===== src/include/corr_params.svh =====
`ifndef CORR_PARAMS_SVH
`define CORR_PARAMS_SVH

////////////////////////////////////////////////////////////////////////////
// Datapath widths
////////////////////////////////////////////////////////////////////////////

`define CORR_DATA_WIDTH 8        // X sample, and each half of a Y word
`define CORR_ACC_WIDTH 24        // Exact sum of 32 products of 8x8 signed

////////////////////////////////////////////////////////////////////////////
// Array geometry
////////////////////////////////////////////////////////////////////////////

`define CORR_PE_NUM 4            // Processing elements in the row
`define CORR_REG_NUM 8           // Stages per shift-register segment

// Counter widths as log2 of the two sizes above
`define CORR_REG_ADDR_WIDTH 3    // Position inside a segment
`define CORR_PE_ADDR_WIDTH 2     // Segment index

`endif


===== src/design/corr_pkg.sv =====
`default_nettype none

`include "corr_params.svh"

package corr_pkg;

    ////////////////////////////////////////////////////////////////////////////
    // Data types
    ////////////////////////////////////////////////////////////////////////////

    // Complex Y word with real part in upper half and imaginary in lower
    typedef logic [2*`CORR_DATA_WIDTH-1:0] y_word_t;
    typedef logic signed [`CORR_DATA_WIDTH-1:0] x_sample_t;  // Real X sample
    typedef logic signed [`CORR_ACC_WIDTH-1:0] acc_t;        // One accumulator half

    // Frame sequencing counters
    typedef logic [`CORR_REG_ADDR_WIDTH-1:0] reg_cnt_t;  // Position in segment
    typedef logic [`CORR_PE_ADDR_WIDTH-1:0] pe_cnt_t;    // Segment index

    // Frame phase
    typedef enum logic {
        PH_LOAD = 1'b0,  // Chain fills from y_in
        PH_PROC = 1'b1   // Chain closed into a ring
    } phase_t;

endpackage

`default_nettype wire


===== src/design/corr_array.sv =====
`default_nettype none
`timescale 1ns/10ps

`include "corr_params.svh"

// Complex correlator with a Y loader feeding a row of MAC PEs
module corr_array (
    input  wire logic                                      clk,
    input  wire logic                                      rst,
    input  wire logic                                      ce,      // Global enable
    input  wire corr_pkg::y_word_t                         y_in,    // Serial Y stream
    input  wire corr_pkg::x_sample_t                       x_in,    // Broadcast X
    output logic                                           y_load,  // Load phase level
    output logic                                           res_v,   // Results valid pulse
    output logic [`CORR_PE_NUM*`CORR_ACC_WIDTH-1:0]        res_re,  // PE 0 in low slice
    output logic [`CORR_PE_NUM*`CORR_ACC_WIDTH-1:0]        res_im
);

    localparam int YW = 2 * `CORR_DATA_WIDTH;
    localparam int AW = `CORR_ACC_WIDTH;

    logic [`CORR_PE_NUM*YW-1:0] y_par;  // Tail words, one per PE
    logic proc_v;
    logic proc_first;
    logic proc_last;

    ////////////////////////////////////////////////////////////////////////////
    // Y loader
    ////////////////////////////////////////////////////////////////////////////

    sipo_y u_sipo (
        .clk        (clk),
        .rst        (rst),
        .ce         (ce),
        .y_in       (y_in),
        .y_load     (y_load),
        .y_par      (y_par),
        .proc_v     (proc_v),
        .proc_first (proc_first),
        .proc_last  (proc_last)
    );

    ////////////////////////////////////////////////////////////////////////////
    // PE row
    ////////////////////////////////////////////////////////////////////////////

    for (genvar i = 0; i < `CORR_PE_NUM; i++) begin : g_pe
        if (i == 0) begin : g_lead
            // PE 0 speaks for the row since all PEs share the strobes
            pe_mac u_pe (
                .clk        (clk),
                .rst        (rst),
                .ce         (ce),
                .x_in       (x_in),
                .y          (y_par[i*YW +: YW]),
                .proc_v     (proc_v),
                .proc_first (proc_first),
                .proc_last  (proc_last),
                .acc_re     (res_re[i*AW +: AW]),
                .acc_im     (res_im[i*AW +: AW]),
                .res_v      (res_v)
            );
        end else begin : g_rest
            pe_mac u_pe (
                .clk        (clk),
                .rst        (rst),
                .ce         (ce),
                .x_in       (x_in),
                .y          (y_par[i*YW +: YW]),
                .proc_v     (proc_v),
                .proc_first (proc_first),
                .proc_last  (proc_last),
                .acc_re     (res_re[i*AW +: AW]),
                .acc_im     (res_im[i*AW +: AW]),
                .res_v      ()
            );
        end
    end

endmodule

`default_nettype wire


===== src/design/pe_mac.sv =====
`default_nettype none
`timescale 1ns/10ps

`include "corr_params.svh"

// Complex MAC of real X against complex Y over one process phase
module pe_mac (
    input  wire logic                clk,
    input  wire logic                rst,
    input  wire logic                ce,
    input  wire corr_pkg::x_sample_t x_in,        // Broadcast real sample
    input  wire corr_pkg::y_word_t   y,           // Tail word of own segment
    input  wire logic                proc_v,      // Process phase level
    input  wire logic                proc_first,  // Restart the sums
    input  wire logic                proc_last,   // Capture the sums
    output corr_pkg::acc_t           acc_re,      // Finished real sum
    output corr_pkg::acc_t           acc_im,      // Finished imaginary sum
    output logic                     res_v        // One pulse per frame
);

    localparam int DW = `CORR_DATA_WIDTH;

    ////////////////////////////////////////////////////////////////////////////
    // Products
    ////////////////////////////////////////////////////////////////////////////

    logic signed [DW-1:0]   y_re;     // Upper half of Y
    logic signed [DW-1:0]   y_im;     // Lower half of Y
    logic signed [2*DW-1:0] prod_re;  // Full 8x8 signed product
    logic signed [2*DW-1:0] prod_im;
    corr_pkg::acc_t         ext_re;   // Sign extended to sum width
    corr_pkg::acc_t         ext_im;

    assign y_re    = y[2*DW-1:DW];
    assign y_im    = y[DW-1:0];
    assign prod_re = x_in * y_re;
    assign prod_im = x_in * y_im;
    assign ext_re  = prod_re;  // Signed source sign extends
    assign ext_im  = prod_im;

    ////////////////////////////////////////////////////////////////////////////
    // Running sums
    ////////////////////////////////////////////////////////////////////////////

    corr_pkg::acc_t sum_re;
    corr_pkg::acc_t sum_im;
    corr_pkg::acc_t next_re;  // Sum including this cycle's product
    corr_pkg::acc_t next_im;

    // First cycle drops whatever the previous frame left
    assign next_re = proc_first ? ext_re : sum_re + ext_re;
    assign next_im = proc_first ? ext_im : sum_im + ext_im;

    always_ff @(posedge clk) begin
        if (rst) begin
            sum_re <= '0;
            sum_im <= '0;
        end else if (ce && proc_v) begin
            sum_re <= next_re;
            sum_im <= next_im;
        end
    end

    ////////////////////////////////////////////////////////////////////////////
    // Result registers
    ////////////////////////////////////////////////////////////////////////////

    always_ff @(posedge clk) begin
        if (rst) begin
            acc_re <= '0;
            acc_im <= '0;
            res_v  <= 1'b0;
        end else if (ce) begin
            res_v <= proc_last;  // Held through stalls until next enabled cycle
            if (proc_last) begin
                acc_re <= next_re;  // Includes the last product
                acc_im <= next_im;
            end
        end
    end

    // Pulses sit a frame apart and never touch
    a_res_v_single: assert property (@(posedge clk) disable iff (rst)
        (ce && res_v) |=> !res_v)
        else $error("res_v high in two consecutive enabled cycles");

endmodule

`default_nettype wire


===== src/design/sipo_y.sv =====
`default_nettype none
`timescale 1ns/10ps

`include "corr_params.svh"

// Serial in, parallel out loader for the Y operand
// Load phase fills the chain and process phase rotates it as a ring
module sipo_y (
    input  wire logic                                      clk,
    input  wire logic                                      rst,
    input  wire logic                                      ce,
    input  wire corr_pkg::y_word_t                         y_in,
    output logic                                           y_load,      // Level, load phase
    output logic [`CORR_PE_NUM*2*`CORR_DATA_WIDTH-1:0]     y_par,       // Segment tails
    output logic                                           proc_v,      // Level, process phase
    output logic                                           proc_first,  // First process cycle
    output logic                                           proc_last    // Last process cycle
);

    localparam int YW = 2 * `CORR_DATA_WIDTH;  // Y word width

    ////////////////////////////////////////////////////////////////////////////
    // Frame sequencer
    ////////////////////////////////////////////////////////////////////////////

    corr_pkg::reg_cnt_t reg_cnt;  // Position within segment
    corr_pkg::pe_cnt_t  pe_cnt;   // Segment being filled or rotated
    corr_pkg::phase_t   phase;

    logic reg_last;  // Last position of a segment
    logic pe_last;   // Last segment
    logic frame_end; // Last cycle of the current phase

    assign reg_last  = (reg_cnt == '1);
    assign pe_last   = (pe_cnt == '1);
    assign frame_end = reg_last && pe_last;

    always_ff @(posedge clk) begin
        if (rst) begin
            reg_cnt <= '0;
            pe_cnt  <= '0;
            phase   <= corr_pkg::PH_LOAD;
        end else if (ce) begin
            reg_cnt <= reg_cnt + 1'b1;  // Wraps at REG_NUM
            if (reg_last) begin
                pe_cnt <= pe_cnt + 1'b1;  // Wraps at PE_NUM
            end
            if (frame_end) begin
                // Toggle between load and process
                phase <= (phase == corr_pkg::PH_LOAD) ? corr_pkg::PH_PROC
                                                      : corr_pkg::PH_LOAD;
            end
        end
    end

    ////////////////////////////////////////////////////////////////////////////
    // Phase strobes decoded once for all PEs
    ////////////////////////////////////////////////////////////////////////////

    assign y_load     = (phase == corr_pkg::PH_LOAD);
    assign proc_v     = (phase == corr_pkg::PH_PROC);
    assign proc_first = proc_v && (reg_cnt == '0) && (pe_cnt == '0);
    assign proc_last  = proc_v && frame_end;

    ////////////////////////////////////////////////////////////////////////////
    // Segment chain
    ////////////////////////////////////////////////////////////////////////////

    corr_pkg::y_word_t seg_out [`CORR_PE_NUM];  // Tail of each segment
    corr_pkg::y_word_t head;                    // Chain input

    // Unregistered head mux keeps ring length equal to chain length
    assign head = y_load ? y_in : seg_out[`CORR_PE_NUM-1];

    for (genvar i = 0; i < `CORR_PE_NUM; i++) begin : g_seg
        corr_pkg::y_word_t seg_in;

        // Segment 0 takes the head and the rest chain low to high
        if (i == 0) begin : g_first
            assign seg_in = head;
        end else begin : g_next
            assign seg_in = seg_out[i-1];
        end

        srl_delay #(
            .DEPTH (`CORR_REG_NUM)
        ) u_srl (
            .clk  (clk),
            .ce   (ce),
            .din  (seg_in),
            .dout (seg_out[i])
        );

        assign y_par[i*YW +: YW] = seg_out[i];  // PE i sees tail of segment i
    end

    ////////////////////////////////////////////////////////////////////////////
    // Checks
    ////////////////////////////////////////////////////////////////////////////

    // Full load hands over to the first process cycle
    a_proc_opens: assert property (@(posedge clk) disable iff (rst)
        (ce && y_load && frame_end) |=> proc_first)
        else $error("process phase did not open with proc_first");

    // Last process cycle returns to a fresh load phase
    a_proc_closes: assert property (@(posedge clk) disable iff (rst)
        (ce && proc_last) |=> (y_load && (reg_cnt == '0) && (pe_cnt == '0)))
        else $error("load phase did not restart after proc_last");

    // Sequencer frozen while stalled
    a_stall_hold: assert property (@(posedge clk) disable iff (rst)
        !ce |=> ($stable(phase) && $stable(reg_cnt) && $stable(pe_cnt)))
        else $error("sequencer moved while ce was low");

endmodule

`default_nettype wire


===== src/design/srl_delay.sv =====
`default_nettype none
`timescale 1ns/10ps

`include "corr_params.svh"

// Y word delay line forming one segment of the loader chain
module srl_delay #(
    parameter int DEPTH = `CORR_REG_NUM  // Stages in this segment
) (
    input  wire logic              clk,
    input  wire logic              ce,    // Shift enable
    input  wire corr_pkg::y_word_t din,   // From head mux or previous segment
    output corr_pkg::y_word_t      dout   // Last stage
);

    // Shift stages, stage 0 nearest the input
    corr_pkg::y_word_t stage [DEPTH];

    always_ff @(posedge clk) begin
        if (ce) begin
            stage[0] <= din;  // New word enters at stage 0
            for (int i = 1; i < DEPTH; i++) begin
                stage[i] <= stage[i-1];  // Move one stage per enabled cycle
            end
        end
    end

    assign dout = stage[DEPTH-1];  // Tail of the segment

endmodule

`default_nettype wire


===== config.mk =====
export PLATFORM = sky130hd
export DESIGN_NAME = corr_array
export DESIGN_NICKNAME = d
export VERILOG_FILES = /design/src/design/corr_pkg.sv /design/src/design/corr_array.sv /design/src/design/pe_mac.sv /design/src/design/sipo_y.sv /design/src/design/srl_delay.sv
export VERILOG_INCLUDE_DIRS = /design/src /design/src/include
export SDC_FILE = /design/constraint.sdc
export NUM_CORES = 2
export LEC_CHECK = 0
export BUFFER_PORTS_ARGS = -buffer_cell sky130_fd_sc_hd__clkbuf_2
export CAP_MARGIN = 15
export CORE_MARGIN = 1
export CORE_UTILIZATION = 68
export DETAILED_ROUTE_END_ITERATION = 12
export PLACE_DENSITY = 0.86
export SLEW_MARGIN = 5
export SYNTH_ARGS = -nofsm -noshare
export SYNTH_HDL_FRONTEND = slang
export SYNTH_SLANG_ARGS = --single-unit

===== constraint.sdc =====
create_clock -name clk -period 16.3 [get_ports clk]
set_input_delay 1.63 -clock clk [delete_from_list [all_inputs] [get_ports clk]]
set_output_delay 1.63 -clock clk [all_outputs]
set_load 0.005 [all_outputs]

# Word-level counts from Yosys, hierarchy flattened
# Memories as Yosys holds them, arrays and structs flattened.
# Cells that the tools add are included.
# word_totals
regBits	391
n_memories	4
in_bits	27
mem_bits_ro	0
output_inout_bits	194
ramBits	512
latchBits	0
# memory_table
memory	depth	word_bits	read_ports	rd_clocked_by_memory_dff	write_ports	line	source
u_sipo.g_seg[0].u_srl.stage	8	16	8	0	8	srl_delay.sv:17	corr_pkg::y_word_t stage [DEPTH];
u_sipo.g_seg[1].u_srl.stage	8	16	8	0	8	srl_delay.sv:17	
u_sipo.g_seg[2].u_srl.stage	8	16	8	0	8	srl_delay.sv:17	
u_sipo.g_seg[3].u_srl.stage	8	16	8	0	8	srl_delay.sv:17	
# classes
mux	12
n_eq_ne	2
shifts	0
bitwise_logic	1
addsub	10
multipliers	8
div_mod_pow	0
n_reduce_logical	10
magnitude_cmp	0
# ops
op	count
24-bit by 16-bit adder with 24-bit output	8
24-bit 2-to-1 mux	8
8-bit by 8-bit multiplier with 16-bit output	8
16-bit 2-to-1 mux	1
2-bit AND reduction	3
1-bit logical AND	5
3-bit by 1-bit adder with 3-bit output, second input constant	1
3-bit == test, second input constant	1
3-bit zero test	1
1-bit 2-to-1 mux	3
2-bit by 1-bit adder with 2-bit output, second input constant	1
2-bit == test, second input constant	1
2-bit zero test	1
1-bit inverter	1

# Depth between registers and ports, before layout
# logic_depth
ltp_word	4
ltp_mapped	30
ltp_nobuf	27

# Modules after synthesis
# A second synthesis with hierarchy kept.
# unflattened
hier_cells	5895
area_unflattened_um2	60748.3
# modules_own_cells
module	area_per_inst_um2	cells_each	instances	seq_area_each_um2
srl_delay	3963.8	144	4	3843.7
pe_mac at g_pe[0].g_lead.u_pe	11305.8	1349	1	1941.9
pe_mac at g_pe[1].g_rest.u_pe	11124.4	1323	1	1941.9
pe_mac at g_pe[3].g_rest.u_pe	11016.8	1304	1	1941.9
pe_mac at g_pe[2].g_rest.u_pe	10904.2	1289	1	1941.9
sipo_y	541.8	54	1	120.1

# Least setup slack after synthesis
# No wires, ideal clock.
# synth_path
path_kind	input -> register
start	input x_in[6]
end	register g_pe[0].g_lead.u_pe.sum_re[23]
arrival_time_ns	7.999
stages	28
path_buffers	3
setup_slack_ns	8.173
required_time_ns	16.172
cell_sequence	clkbuf_1 clkbuf_1 nand2_1 fa_1 inv_1 fa_1 fa_1 inv_1 fa_1 inv_1 ha_1 or3_1 o2111ai_1 o22ai_1 o41ai_1 xor2_1 inv_1 ha_1 clkbuf_1 a21oi_1 nor2b_1 o21ai_0 o21ai_0 o41ai_1 nand2_1 mux4_2 a221oi_1 nor2_1
# synth_via
elab_chain_len	3
# synth_lines
item	line	source
from (decl)	corr_array.sv:12	input wire corr_pkg::x_sample_t x_in,
8-bit by 8-bit multiplier with 16-bit output (*)	pe_mac.sv:36	assign prod_re = x_in * y_re;
24-bit by 16-bit adder with 24-bit output	pe_mac.sv:51	assign next_re = proc_first ? ext_re : sum_re + ext_re;
24-bit 2-to-1 mux (*)	pe_mac.sv:51	
to (signal assigned)	pe_mac.sv:59	sum_re <= next_re;
to (decl)	pe_mac.sv:45	corr_pkg::acc_t sum_re;
# Mark *: on every way between the ends. The rest lies on a longest branch, timed or not.
# A chain may end at the register's enable or synchronous reset.

# Worst setup path in the final report
# layout_path
start	input x_in[6]
end	register g_pe[1].g_rest.u_pe.sum_im[23]
# layout_via
elab_chain_len	3
# layout_lines
item	line	source
8-bit by 8-bit multiplier with 16-bit output (*)	pe_mac.sv:37	assign prod_im = x_in * y_im;
24-bit by 16-bit adder with 24-bit output	pe_mac.sv:52	assign next_im = proc_first ? ext_im : sum_im + ext_im;
24-bit 2-to-1 mux (*)	pe_mac.sv:52	
to (signal assigned)	pe_mac.sv:60	sum_im <= next_im;
to (decl)	pe_mac.sv:46	corr_pkg::acc_t sum_im;
# Marked as above.

==> impl_metrics.csv <==
group,metric,value,unit
layout,n_fill_cell,5666,
synthesis,synth_fa_ha_area_share,24.4,%
timing,fin_tns_setup,0,ns
timing,worst_slew_pin_slew,1.11,ns
synthesis,synth_compound_area_share,12.6,%
clock_network,postCtsSetupBuffers,0,
power_and_ir_drop,ir_worst_vdd,0.252,mV
synthesis,synth-seq-cells,903,
critical_path,worstPathArrival,9.31,ns
synthesis,syn_inst,5748,
synthesis,synth_cell_types,95,
floorplan,coreArea,0.0857,sq mm
global_routing,grt_pass1_vias,43200,
job,cap_violations,0,
critical_path,path_max_fanout,42,
synthesis,synth_edf_count,512,
layout,syn_to_final_growth,8.37,%
power_and_ir_drop,power,12.8,mW
hold_path,hp-class,"reg -> reg",
clock_network,cts_tree,"yes",
synthesis,yosysTopAreaCellShare,26.0,%
placed_design,gp_congestion,0.906,
status,status,"finished clean",
synthesis,synth_top_family_by_area,"adder cells",
detailed_routing,vias_per_cell,6.03,
timing,min_period,8.81,ns
layout,final_cells,7091,
floorplan,die-area,0.0881,sq mm
timing,relSlewSlack,25.7,%
clock_network,cts_num_sinks,903,
synthesis,synthMuxAreaShare,1.21,%
detailed_routing,vias,42800,
detailed_routing,totalWireLength,143,mm
detailed_routing,dr.pass1.iters,6,
synthesis,yosysWarnings,0,
synthesis,synth-xor-area-share,4.24,%
clock_network,root_buffer,"clkbuf_16",
critical_path,end_kind,"register",
synthesis,ys_seq_area_share,39.2,%
floorplan,die_width,297,um
timing,slew_violations,0,
detailed_routing,ant_nets,0,
detailed_routing,drt_iter0_markers,3420,
clock_network,clk_pin_slew,0.06,ns
placed_design,io_buffers,220,
global_routing,grt_pass1_wl,226,mm
critical_path,critical_path_class,"in -> reg",
global_routing,antenna_found_initial,4,
timing,fin_crit_sh,54.0,%
floorplan,ios,221,
clock_network,cts.repair.resized,0,
timing,fin_worst_skew,0.0358,ns
detailed_routing,drc,0,
layout,fin_nets,6789,
timing,whs,0.401,ns
floorplan,initial_core_util,69.0,%
critical_path,worst_setup_path_start_kind,"primary input",
clock_network,ctsHoldBuffers,0,
layout,utilization,74.8,%
global_routing,grt_max_degree,183,
layout,antenna_cells,0,
clock_network,cts_inserted_buffers,91,
synthesis,synth.most_common_cell,"inv_1",
detailed_routing,avgRoutedWirePerCell,20.2,um
synthesis,synthArstFlopShare,0,%
synthesis,synth.cells.most_frequent,"inv_1 (718), edfxtp_1 (512), nand2_1 (458)",
synthesis,syn_area_per_cell,10.3,sq um
timing,setup_viol,0,
power_and_ir_drop,power.leakage,28.3,nW
synthesis,yosysTopAreaCell,"edfxtp_1",
synthesis,synth_ff_type,"edfxtp_1",
synthesis,synthSimpleGateAreaFrac,12.3,%
layout,drive_gt1_share,7.90,%
timing,clock.fmax,114,MHz
clock_network,ctsHtreeMaxLevel,3,
clock_network,clock_latency,0.66,ns
power_and_ir_drop,power_density,200,mW/mm^2
global_routing,gr-total-overflow,0,
floorplan,num_rows,107,
synthesis,synth_area_leaders,"edfxtp_1 (26%), fa_1 (15%), dfxtp_1 (13%)",
timing,rsz0062_at_grt,"false",
clock_network,cts_buffer_depth,3,
global_routing,grt_util_all_layers,32.3,%
placed_design,dp_hpwl,100,mm
critical_path,cp.required,16.80,ns
synthesis,synth.cell_area,0.0591,sq mm
placed_design,dp_cells,6928,
timing,hold_violations,0,
floorplan,die_y,297,um
synthesis,synth.net_count,6660,
## stage by stage
step	setup slack (ns)	cell area (sq um)
detailed placement	6.97	61200
floorplan	8.17	59100
global route	7.09	64100
global placement	7.22	61200
CTS	7.62	64100
finish	7.49	64100
## area by class of cell
type                       instances  area [sq um]  share of cell area [%]
sequential                       903         23200                    36.2
multi-input combinational       3904         32400                    50.6
clock buffer                     119          2450                    3.82
tap                             1144          1430                    2.23
inverter                         721          2710                    4.22
timing repair buffer             256          1410                    2.20
clock inverter                    44           455                   0.711
## state kept, by name, summed over array words and instances (netlist names)
name	count
u_sipo.g_seg.u_srl.stage	512
g_pe.g_rest.u_pe.acc_im	72
g_pe.g_rest.u_pe.acc_re	72
g_pe.g_rest.u_pe.sum_im	72
g_pe.g_rest.u_pe.sum_re	72
g_pe.g_lead.u_pe.acc_im	24
g_pe.g_lead.u_pe.acc_re	24
g_pe.g_lead.u_pe.sum_im	24
g_pe.g_lead.u_pe.sum_re	24
u_sipo.reg_cnt	3
u_sipo.pe_cnt	2
g_pe.g_lead.u_pe.res_v	1
u_sipo.proc_v	1
## path summary, 6_finish.rpt
path | from | endpoint | slack [ns] | depth (start not counted)
setup / recovery | x_in[6] | g_pe[1].g_rest.u_pe.sum_im[23] | 7.49 | 25
hold / removal | u_sipo.g_seg[2].u_srl.stage[0][60] | u_sipo.g_seg[2].u_srl.stage[1][12] | 0.40 | 0
setup reg to reg | u_sipo.g_seg[0].u_srl.stage[1][50] | g_pe[0].g_lead.u_pe.acc_im[23] | 8.60 | 26
hold reg to reg | u_sipo.g_seg[2].u_srl.stage[0][60] | u_sipo.g_seg[2].u_srl.stage[1][12] | 0.40 | 0
## cell usage in the layout (no fill, tap or decap), types with 11 or more instances in the layout
master and count:
inv_1 718, clkbuf_16 94, clkbuf_1 25, a2111oi_0 14, nand4_1 21, nand3_1 54
buf_4 35, xor2_1 94, a21o_1 86, clkbuf_2 218, o31ai_1 15, xnor2_1 186
and3_1 23, a22oi_1 12, a31oi_1 34, nor3_1 72, and2_1 361, a221o_1 13
edfxtp_1 512, nor2b_1 75, nand2_1 457, mux2i_1 40, mux2_2 26, o21bai_1 36
a211o_1 11, o211ai_1 22, nand2b_1 30, nor2_1 321, o21ai_0 322, a211oi_1 125
a21oi_1 320, dfxtp_1 391, nor4_1 13, a22o_1 21, clkinv_2 15, ha_1 437
or3_1 21, o21a_1 28, fa_1 448
## critical path, cell delays in order
cell	delay [ns]
clkbuf_2	0.45
buf_4	0.57
nand2_1	0.18
fa_1	0.58
inv_1	0.06
fa_1	0.49
fa_1	0.49
inv_1	0.05
fa_1	0.49
inv_1	0.05
ha_1	0.31
o21a_1	0.13
nor2_1	0.05
o31ai_1	0.40
mux2i_1	0.32
nor2_2	0.68
ha_1	0.40
a21o_1	0.17
a211oi_1	0.33
o221ai_1	0.22
o21a_1	0.21
a41oi_1	0.39
nor4_1	0.10
a2111oi_0	0.38
o211ai_1	0.15
## power breakdown
part	switching (mW)	total [mW]	internal (mW)
Clock	0.892	2.07	1.18
Sequential	0.0550	2.55	2.49
Combinational	5.21	8.22	3.01
## per-layer routing
metal | GRT usage [%] | up-vias | part of all wire, %
li1 | - | 19700 | -
met1 | 39.8 | 20900 | 38
met2 | 55.1 | 1720 | 49
met3 | 4.13 | 478 | 6.5
met4 | 17.9 | 0 | 5.9
met5 | 0 | - | 0
## cells by family (layout without fill, tap and decap cells)
family | count (synthesis) | after routing
buffers and inverters | 941 | 1140
XOR/XNOR | 284 | 284
flip-flops | 903 | 903
adder cells (fa/ha/maj) | 885 | 885
AND/OR/NAND/NOR | 1495 | 1495
multiplexers | 67 | 67
AO/OA/AOI/OAI | 1173 | 1173
Power figures use the tool's default switching activity.
